File: config.mk
export PLATFORM = sky130hd
export DESIGN_NAME = mips_periph_top
export DESIGN_NICKNAME = d
export VERILOG_FILES = /design/src/hw/mips_pkg.sv /design/src/hw/data_bridge.sv /design/src/hw/timer_counter.sv /design/src/hw/int_collector.sv /design/src/hw/mips_periph_top.sv
export SDC_FILE = /design/constraint.sdc
export NUM_CORES = 1
export LEC_CHECK = 0
export BUFFER_PORTS_ARGS = -buffer_cell sky130_fd_sc_hd__buf_2
export CORE_MARGIN = 5
export CORE_UTILIZATION = 24
export CTS_CLUSTER_DIAMETER = 30
export DETAILED_ROUTE_END_ITERATION = 8
export GPL_TIMING_DRIVEN = 0
export PLACE_DENSITY = 0.5
export SYNTH_ARGS = -nofsm -noshare
export SYNTH_HDL_FRONTEND = slang
export SYNTH_SLANG_ARGS = --single-unit
File: constraint.sdc
create_clock -name clk -period 3.5 [get_ports clk]
set_input_delay 0.7 -clock clk [delete_from_list [all_inputs] [get_ports clk]]
set_output_delay 0.7 -clock clk [all_outputs]
set_load 0.005 [all_outputs]
File: src/hw/mips_pkg.sv
package mips_pkg;

    ////////////////////////////////////////////////////////////////////////////
    // Bus widths
    ////////////////////////////////////////////////////////////////////////////

    localparam int unsigned data_w    = 32; // Data and address width
    localparam int unsigned byteen_w  = 4;  // One enable per byte lane
    localparam int unsigned hw_int_w  = 6;  // Core interrupt vector
    localparam int unsigned tc_addr_w = 2;  // Timer word offset
    localparam int unsigned tc_mode_w = 2;  // Timer mode field

    // Only a full word reaches the timer registers
    localparam logic [byteen_w-1:0] byteen_full = '1;

    ////////////////////////////////////////////////////////////////////////////
    // Address map
    ////////////////////////////////////////////////////////////////////////////

    localparam logic [data_w-1:0] dm_limit      = 32'h0000_3000; // First address past DM
    localparam logic [data_w-1:0] tc0_base      = 32'h0000_7F00;
    localparam logic [data_w-1:0] tc1_base      = 32'h0000_7F10;
    localparam logic [data_w-1:0] tc_span       = 32'd12;        // Three words per timer
    localparam logic [data_w-1:0] int_resp_addr = 32'h0000_7F20; // Interrupt responder

    // Timer register word offsets
    localparam logic [tc_addr_w-1:0] tc_ctrl_off   = 2'd0;
    localparam logic [tc_addr_w-1:0] tc_preset_off = 2'd1;
    localparam logic [tc_addr_w-1:0] tc_count_off  = 2'd2; // Read only

    ////////////////////////////////////////////////////////////////////////////
    // Timer control
    ////////////////////////////////////////////////////////////////////////////

    // Mode field values
    localparam logic [tc_mode_w-1:0] tc_mode_once   = 2'd0; // Count once, hold irq
    localparam logic [tc_mode_w-1:0] tc_mode_reload = 2'd1; // Auto reload, pulse irq

    // Ctrl bit positions
    localparam int unsigned ctrl_en_bit   = 0;
    localparam int unsigned ctrl_mode_lsb = 1; // Bits 2:1
    localparam int unsigned ctrl_im_bit   = 3; // Interrupt mask, 1 lets irq out

    // Timer FSM
    typedef enum logic [1:0] {
        tc_idle  = 2'd0, // Waiting for enable
        tc_load  = 2'd1, // Preset copied into count
        tc_count = 2'd2, // Counting down
        tc_fire  = 2'd3  // Interrupt state
    } tc_state_t;

endpackage

File: src/hw/data_bridge.sv
`timescale 1ns/10ps

module data_bridge (
    // Core data port
    input  logic [mips_pkg::data_w-1:0]    cpu_data_addr,
    input  logic [mips_pkg::data_w-1:0]    cpu_data_wdata,
    input  logic [mips_pkg::byteen_w-1:0]  cpu_data_byteen,
    output logic [mips_pkg::data_w-1:0]    cpu_data_rdata,

    // Data memory side
    output logic [mips_pkg::data_w-1:0]    m_data_addr,
    output logic [mips_pkg::data_w-1:0]    m_data_wdata,
    output logic [mips_pkg::byteen_w-1:0]  m_data_byteen,
    input  logic [mips_pkg::data_w-1:0]    m_data_rdata,

    // Timer 0
    output logic [mips_pkg::tc_addr_w-1:0] tc0_addr,
    output logic [mips_pkg::data_w-1:0]    tc0_din,
    output logic                           tc0_we,
    input  logic [mips_pkg::data_w-1:0]    tc0_dout,

    // Timer 1
    output logic [mips_pkg::tc_addr_w-1:0] tc1_addr,
    output logic [mips_pkg::data_w-1:0]    tc1_din,
    output logic                           tc1_we,
    input  logic [mips_pkg::data_w-1:0]    tc1_dout
);

    logic                        sel_dm;    // Address inside data memory
    logic                        sel_tc0;   // Address inside timer 0 window
    logic                        sel_tc1;   // Address inside timer 1 window
    logic                        full_word; // All four lanes enabled
    logic [mips_pkg::data_w-1:0] tc0_off;   // Byte offset into timer 0
    logic [mips_pkg::data_w-1:0] tc1_off;   // Byte offset into timer 1

    //////////////////////////////////////////////////////////////////////////////
    // Address decode
    //////////////////////////////////////////////////////////////////////////////

    assign sel_dm  = (cpu_data_addr < mips_pkg::dm_limit);
    assign sel_tc0 = (cpu_data_addr >= mips_pkg::tc0_base) &&
                     (cpu_data_addr <  mips_pkg::tc0_base + mips_pkg::tc_span);
    assign sel_tc1 = (cpu_data_addr >= mips_pkg::tc1_base) &&
                     (cpu_data_addr <  mips_pkg::tc1_base + mips_pkg::tc_span);

    assign full_word = (cpu_data_byteen == mips_pkg::byteen_full);

    // Offsets within each window
    assign tc0_off = cpu_data_addr - mips_pkg::tc0_base;
    assign tc1_off = cpu_data_addr - mips_pkg::tc1_base;

    //////////////////////////////////////////////////////////////////////////////
    // Write steering
    //////////////////////////////////////////////////////////////////////////////

    // Memory sees address and data always, lanes only when selected
    assign m_data_addr   = cpu_data_addr;
    assign m_data_wdata  = cpu_data_wdata;
    assign m_data_byteen = sel_dm ? cpu_data_byteen : '0;

    // Word address drops the byte bits
    assign tc0_addr = tc0_off[mips_pkg::tc_addr_w+1:2];
    assign tc0_din  = cpu_data_wdata;
    assign tc0_we   = sel_tc0 && full_word; // Partial writes ignored

    assign tc1_addr = tc1_off[mips_pkg::tc_addr_w+1:2];
    assign tc1_din  = cpu_data_wdata;
    assign tc1_we   = sel_tc1 && full_word;

    //////////////////////////////////////////////////////////////////////////////
    // Read mux
    //////////////////////////////////////////////////////////////////////////////

    always_comb begin
        if (sel_dm) begin
            cpu_data_rdata = m_data_rdata;
        end else if (sel_tc0) begin
            cpu_data_rdata = tc0_dout;
        end else if (sel_tc1) begin
            cpu_data_rdata = tc1_dout;
        end else begin
            cpu_data_rdata = '0; // Unmapped reads as zero
        end
    end

endmodule

File: src/hw/timer_counter.sv
`timescale 1ns/10ps

module timer_counter (
    input  logic                           clk,
    input  logic                           rst_n,
    input  logic                           we,    // Full word write strobe
    input  logic [mips_pkg::tc_addr_w-1:0] addr,  // Word offset
    input  logic [mips_pkg::data_w-1:0]    din,
    output logic [mips_pkg::data_w-1:0]    dout,
    output logic                           irq
);

    logic [mips_pkg::data_w-1:0] ctrl;    // Enable, mode, mask
    logic [mips_pkg::data_w-1:0] preset;  // Reload value
    logic [mips_pkg::data_w-1:0] count;   // Current count, read only
    mips_pkg::tc_state_t         state;

    logic ctrl_wr;
    logic preset_wr;
    logic en;
    logic reload;
    logic count_zero;
    logic done;      // Last counting cycle

    //////////////////////////////////////////////////////////////////////////////
    // Decode of register fields
    //////////////////////////////////////////////////////////////////////////////

    assign ctrl_wr   = we && (addr == mips_pkg::tc_ctrl_off);
    assign preset_wr = we && (addr == mips_pkg::tc_preset_off);

    assign en     = ctrl[mips_pkg::ctrl_en_bit];
    assign reload = (ctrl[mips_pkg::ctrl_mode_lsb +: mips_pkg::tc_mode_w]
                     == mips_pkg::tc_mode_reload); // Other codes act as once

    assign count_zero = (count == '0);
    assign done       = (state == mips_pkg::tc_count) && en && count_zero;

    //////////////////////////////////////////////////////////////////////////////
    // State machine
    //////////////////////////////////////////////////////////////////////////////

    always_ff @(posedge clk or negedge rst_n) begin
        if (!rst_n) begin
            state <= mips_pkg::tc_idle;
        end else if (ctrl_wr && (state == mips_pkg::tc_fire)) begin
            state <= mips_pkg::tc_idle; // Ctrl write acknowledges
        end else begin
            case (state)
                mips_pkg::tc_idle: begin
                    if (en) begin
                        state <= mips_pkg::tc_load;
                    end
                end
                mips_pkg::tc_load: begin
                    // Dropping enable aborts the run
                    state <= en ? mips_pkg::tc_count : mips_pkg::tc_idle;
                end
                mips_pkg::tc_count: begin
                    if (!en) begin
                        state <= mips_pkg::tc_idle;
                    end else if (count_zero) begin
                        state <= mips_pkg::tc_fire;
                    end
                end
                mips_pkg::tc_fire: begin
                    if (reload) begin
                        state <= mips_pkg::tc_load; // One cycle pulse
                    end
                    // Once mode waits here for a ctrl write
                end
                default: begin
                    state <= mips_pkg::tc_idle;
                end
            endcase
        end
    end

    //////////////////////////////////////////////////////////////////////////////
    // Registers
    //////////////////////////////////////////////////////////////////////////////

    // Ctrl, bus write wins over the self clear
    always_ff @(posedge clk or negedge rst_n) begin
        if (!rst_n) begin
            ctrl <= '0;
        end else if (ctrl_wr) begin
            ctrl <= din;
        end else if (done && !reload) begin
            ctrl[mips_pkg::ctrl_en_bit] <= 1'b0; // One shot disarms
        end
    end

    always_ff @(posedge clk or negedge rst_n) begin
        if (!rst_n) begin
            preset <= '0;
        end else if (preset_wr) begin
            preset <= din;
        end
    end

    // Count loads in load state and stops at zero
    always_ff @(posedge clk or negedge rst_n) begin
        if (!rst_n) begin
            count <= '0;
        end else if (state == mips_pkg::tc_load) begin
            count <= preset;
        end else if ((state == mips_pkg::tc_count) && en && !count_zero) begin
            count <= count - 1'b1;
        end
    end

    //////////////////////////////////////////////////////////////////////////////
    // Outputs
    //////////////////////////////////////////////////////////////////////////////

    always_comb begin
        case (addr)
            mips_pkg::tc_ctrl_off:   dout = ctrl;
            mips_pkg::tc_preset_off: dout = preset;
            mips_pkg::tc_count_off:  dout = count;
            default:                 dout = '0; // Fourth word unused
        endcase
    end

    // Masked by im bit
    assign irq = (state == mips_pkg::tc_fire) && ctrl[mips_pkg::ctrl_im_bit];

endmodule

File: src/hw/int_collector.sv
`timescale 1ns/10ps

module int_collector (
    input  logic                          clk,
    input  logic                          rst_n,
    input  logic                          interrupt,     // Asynchronous pin
    input  logic                          tc0_irq,
    input  logic                          tc1_irq,
    input  logic                          ig_response,   // Core response strobe
    input  logic [mips_pkg::byteen_w-1:0] m_data_byteen,
    output logic [mips_pkg::hw_int_w-1:0] hw_int,
    output logic [mips_pkg::data_w-1:0]   m_int_addr,
    output logic [mips_pkg::byteen_w-1:0] m_int_byteen
);

    logic int_meta;  // First sync stage
    logic int_sync;  // Safe to use in clk domain
    logic resp_hit;  // Response while interrupt asserted

    //////////////////////////////////////////////////////////////////////////////
    // Pin synchronizer
    //////////////////////////////////////////////////////////////////////////////

    // Two flops, bit 2 follows the pin two edges later
    always_ff @(posedge clk or negedge rst_n) begin
        if (!rst_n) begin
            int_meta <= 1'b0;
            int_sync <= 1'b0;
        end else begin
            int_meta <= interrupt;
            int_sync <= int_meta;
        end
    end

    //////////////////////////////////////////////////////////////////////////////
    // Vector and responder
    //////////////////////////////////////////////////////////////////////////////

    // Upper bits unused
    assign hw_int = {{(mips_pkg::hw_int_w-3){1'b0}}, int_sync, tc0_irq, tc1_irq};

    assign resp_hit = ig_response && int_sync;

    // Responder write only on a matching response
    assign m_int_addr   = resp_hit ? mips_pkg::int_resp_addr : '0;
    assign m_int_byteen = resp_hit ? m_data_byteen : '0;

endmodule

File: src/hw/mips_periph_top.sv
`timescale 1ns/10ps

module mips_periph_top (
    input  logic                          clk,
    input  logic                          rst_n,
    input  logic                          interrupt,       // External pin
    input  logic                          ig_response,     // From core
    input  logic [mips_pkg::data_w-1:0]   cpu_data_addr,
    input  logic [mips_pkg::data_w-1:0]   cpu_data_wdata,
    input  logic [mips_pkg::byteen_w-1:0] cpu_data_byteen,
    output logic [mips_pkg::data_w-1:0]   cpu_data_rdata,
    output logic [mips_pkg::hw_int_w-1:0] hw_int,          // To core
    output logic [mips_pkg::data_w-1:0]   m_data_addr,
    output logic [mips_pkg::data_w-1:0]   m_data_wdata,
    output logic [mips_pkg::byteen_w-1:0] m_data_byteen,
    input  logic [mips_pkg::data_w-1:0]   m_data_rdata,
    output logic [mips_pkg::data_w-1:0]   m_int_addr,
    output logic [mips_pkg::byteen_w-1:0] m_int_byteen
);

    // Bridge to timer 0
    logic [mips_pkg::tc_addr_w-1:0] tc0_addr;
    logic [mips_pkg::data_w-1:0]    tc0_din;
    logic                           tc0_we;
    logic [mips_pkg::data_w-1:0]    tc0_dout;
    logic                           tc0_irq;

    // Bridge to timer 1, own signals
    logic [mips_pkg::tc_addr_w-1:0] tc1_addr;
    logic [mips_pkg::data_w-1:0]    tc1_din;
    logic                           tc1_we;
    logic [mips_pkg::data_w-1:0]    tc1_dout;
    logic                           tc1_irq;

    //////////////////////////////////////////////////////////////////////////////
    // Bus side
    //////////////////////////////////////////////////////////////////////////////

    data_bridge bridge (
        .cpu_data_addr   (cpu_data_addr),
        .cpu_data_wdata  (cpu_data_wdata),
        .cpu_data_byteen (cpu_data_byteen),
        .cpu_data_rdata  (cpu_data_rdata),
        .m_data_addr     (m_data_addr),
        .m_data_wdata    (m_data_wdata),
        .m_data_byteen   (m_data_byteen),
        .m_data_rdata    (m_data_rdata),
        .tc0_addr        (tc0_addr),
        .tc0_din         (tc0_din),
        .tc0_we          (tc0_we),
        .tc0_dout        (tc0_dout),
        .tc1_addr        (tc1_addr),
        .tc1_din         (tc1_din),
        .tc1_we          (tc1_we),
        .tc1_dout        (tc1_dout)
    );

    //////////////////////////////////////////////////////////////////////////////
    // Timers and interrupts
    //////////////////////////////////////////////////////////////////////////////

    timer_counter tc0 (.clk(clk), .rst_n(rst_n), .we(tc0_we), .addr(tc0_addr),
                       .din(tc0_din), .dout(tc0_dout), .irq(tc0_irq));

    timer_counter tc1 (.clk(clk), .rst_n(rst_n), .we(tc1_we), .addr(tc1_addr),
                       .din(tc1_din), .dout(tc1_dout), .irq(tc1_irq));

    int_collector intc (
        .clk           (clk),
        .rst_n         (rst_n),
        .interrupt     (interrupt),
        .tc0_irq       (tc0_irq),
        .tc1_irq       (tc1_irq),
        .ig_response   (ig_response),
        .m_data_byteen (m_data_byteen), // Gated lanes from bridge
        .hw_int        (hw_int),
        .m_int_addr    (m_int_addr),
        .m_int_byteen  (m_int_byteen)
    );

endmodule

==> metrics.txt <==
ratio of cells with drive above 1 in the final layout 37.0%; post-route ant nets 0; Clock Latency Late Sink 0.45 ns; Rel. slew slack 16.3%; Starting Density 24.4%; Critical Path Fanout Max 10; # IOs 246; Critical Path AT 2.98 ns; predominant post-synthesis flop cell dfrtp_1; #FFs+latches synth 198; All-Layer GR Usage 15.9%; count of different cell masters after synthesis 58; routed wire length 44,500 microns; Worst VDD drop 0.360 mV; Pre-antenna DRT Iters 5; routed len/inst 20.7 microns; Synth area leaders dfrtp_1 (41%), mux2_2 (9.1%), buf_4 (6.4%); total CTS buffers 17; # setup viols final 32; PD cells 314 mW/mm^2; YS warnings 0; vias in the first global route 10,100; Setup Skew 0.0115 ns; register area share after synthesis 41.3%; Pwr Total 4670 uW; die height 233 microns; Core ar. 0.0492 sq mm; Initial DRC Count 700; RSZ-0062 raised after global routing yes; IO Port Bufs 215; crit share post-route 105%; Avg Cell Area, Syn 9.97 sq um; die area 0.0545 sq mm; Final Hold Fails 0; largest area contributor in the netlist dfrtp_1; EDFF count, synth 0; TNS Setup -3.06 ns; clk root buf clkbuf_16; Rows 81; final worst setup slack -0.179 ns; Post-Syn Instances 1,202; Clock Sinks 198; Hold Path Class in -> async; RD Place Congestion 0.913; first-pass GRT wire length 65,500 microns; violated checks negative setup slack; Die Width 233 microns; area share of the largest cell type after synthesis 41.3%; CTS clock-pin slew for the worst setup and hold paths 0.08 ns; P_leak 0.00732 uW; most frequent cells after synthesis dfrtp_1 (198), buf_4 (102), nor2_1 (99); P&R area growth vs syn 24.2%; DR vias 10,400; Async S/R FF share, synth 100%; CP required 2.80 ns; CTS Buffer Depth 2; Antenna diodes 0; Netlist Area Pre-Place 0.0120 sq mm; H-tree Lvls 4; FMAX 0.272 GHz; dpl hpwl 34,600 microns; antenna violations before repair 1; vias per cell 4.84; worst-margin pin slew 1.24 ns; Nets 1,585; Pins Over Slew Limit 0; Util after Layout 30.3%; outcome complete, but fails checks; WS Path Type in -> out; CTS tree done; DRC 0; largest net degree at the start of global routing 101; CTS Hold Bufs 0; Final min period 3.68 ns; Remaining Overflow, GRT 0; Worst Setup Start Kind input port; max_cap viols 0; most frequent cell after synthesis dfrtp_1; Setup crit end kind primary output
[state kept, by name, indices dropped and copies added, names as in the netlist]
register,flops
tc1.state,2
tc1.preset,32
tc1.count,32
tc0.preset,32
intc.int_meta,1
tc0.ctrl,32
tc0.state,2
intc.int_sync,1
tc0.count,32
tc1.ctrl,32
[placed cells by master, fill, tap and decap left out, drive strengths merged, types with 10 or more instances in the layout]
cell type | Yosys | final
clkbuf | 57 | 75
or3 | 22 | 22
nor3 | 16 | 16
nand3 | 18 | 18
conb | 1 | 27
o211ai | 10 | 10
o31ai | 15 | 15
xor2 | 12 | 12
nand4 | 16 | 16
or4 | 31 | 31
dfrtp | 198 | 198
mux2i | 64 | 64
nor2 | 99 | 99
inv | 17 | 21
buf | 124 | 346
ha | 10 | 10
a221o | 33 | 33
mux2 | 127 | 127
o21ai | 71 | 71
nor4 | 19 | 19
xnor2 | 11 | 11
a21oi | 36 | 36
nand2 | 88 | 88
a31oi | 24 | 24
and2 | 10 | 10
[path summary, 6_finish.rpt]
kind                                   startpoint                  to  slack [ns]  cells past startpoint
worst min-delay path                        rst_n      tc1.preset[14]        0.30                      1
worst min register to register      intc.int_meta       intc.int_sync        0.36                      0
max in group asynchronous                   rst_n       tc0.count[31]        2.18                      2
min in group clk                        interrupt       intc.int_meta        0.36                      1
worst max-delay path            cpu_data_addr[23]  cpu_data_rdata[10]       -0.18                      9
worst max register to register      tc0.count[27]       tc0.count[20]        0.21                      7
[per-layer routing]
layer	track usage, %	vias to the layer above	wire length [microns]
met2	27.1	290	22100
met1	20.7	5219	19000
met3	2.03	55	1970
met4	5.40	2	1360
met5	0	-	13
li1	-	4840	-
[where the power goes]
part,switching [uW],internal [uW],leakage [uW]
registers,0.930,2290,0.00274
logic,242,174,0.00430
clock network,939,1030,0.000278
[cells by family after synthesis]
| family | share of synthesized area (%) |
|---|---|
| AND/OR/NAND/NOR | 14.9 |
| multiplexers | 18.2 |
| AO/OA/AOI/OAI | 13.1 |
| buffers and inverters | 9.73 |
| other | 0.0313 |
| adder cells (fa/ha/maj) | 1.04 |
| flip-flops | 41.3 |
| XOR/XNOR | 1.68 |
[final cells by class]
type,count,area [sq um]
inverter,18,67.6
tap,664,831
clock buffer,19,453
buffer,180,1180
timing repair buffer,225,1200
multi-input combinational,831,6070
fill,5161,34300
clock inverter,13,123
sequential,198,4950
[through the flow]
stage                     area [sq um]  std cells  setup slack [ns]  hold WS (ns)
after floorplan                  12100       1228             0.179         0.331
after global placement           14000       2107             -1.94         0.334
after detailed placement         14000       2108            -0.878         0.344
after CTS                        14900       2148            -0.101         0.334
after global routing             14900       2148            -0.150         0.340
final                            14900       2148            -0.179         0.301
[timing repair]
action                                  CTS  global route
cloned                                    1             0
setup buffers                             8             0
gates resized for setup                  57             9
endpoints found under the setup margin   78            43
pin swaps                                 6             2
[worst max-delay path, stage by stage]
cell and delay, ns:
buf_2 0.11, nor4_1 0.52, nand4_1 0.15, buf_4 0.19, or4_4 0.60, clkbuf_8 0.22, nor2_2 0.13, a221o_1 0.20
buf_2 0.15
(Power assumes the default switching activity.)
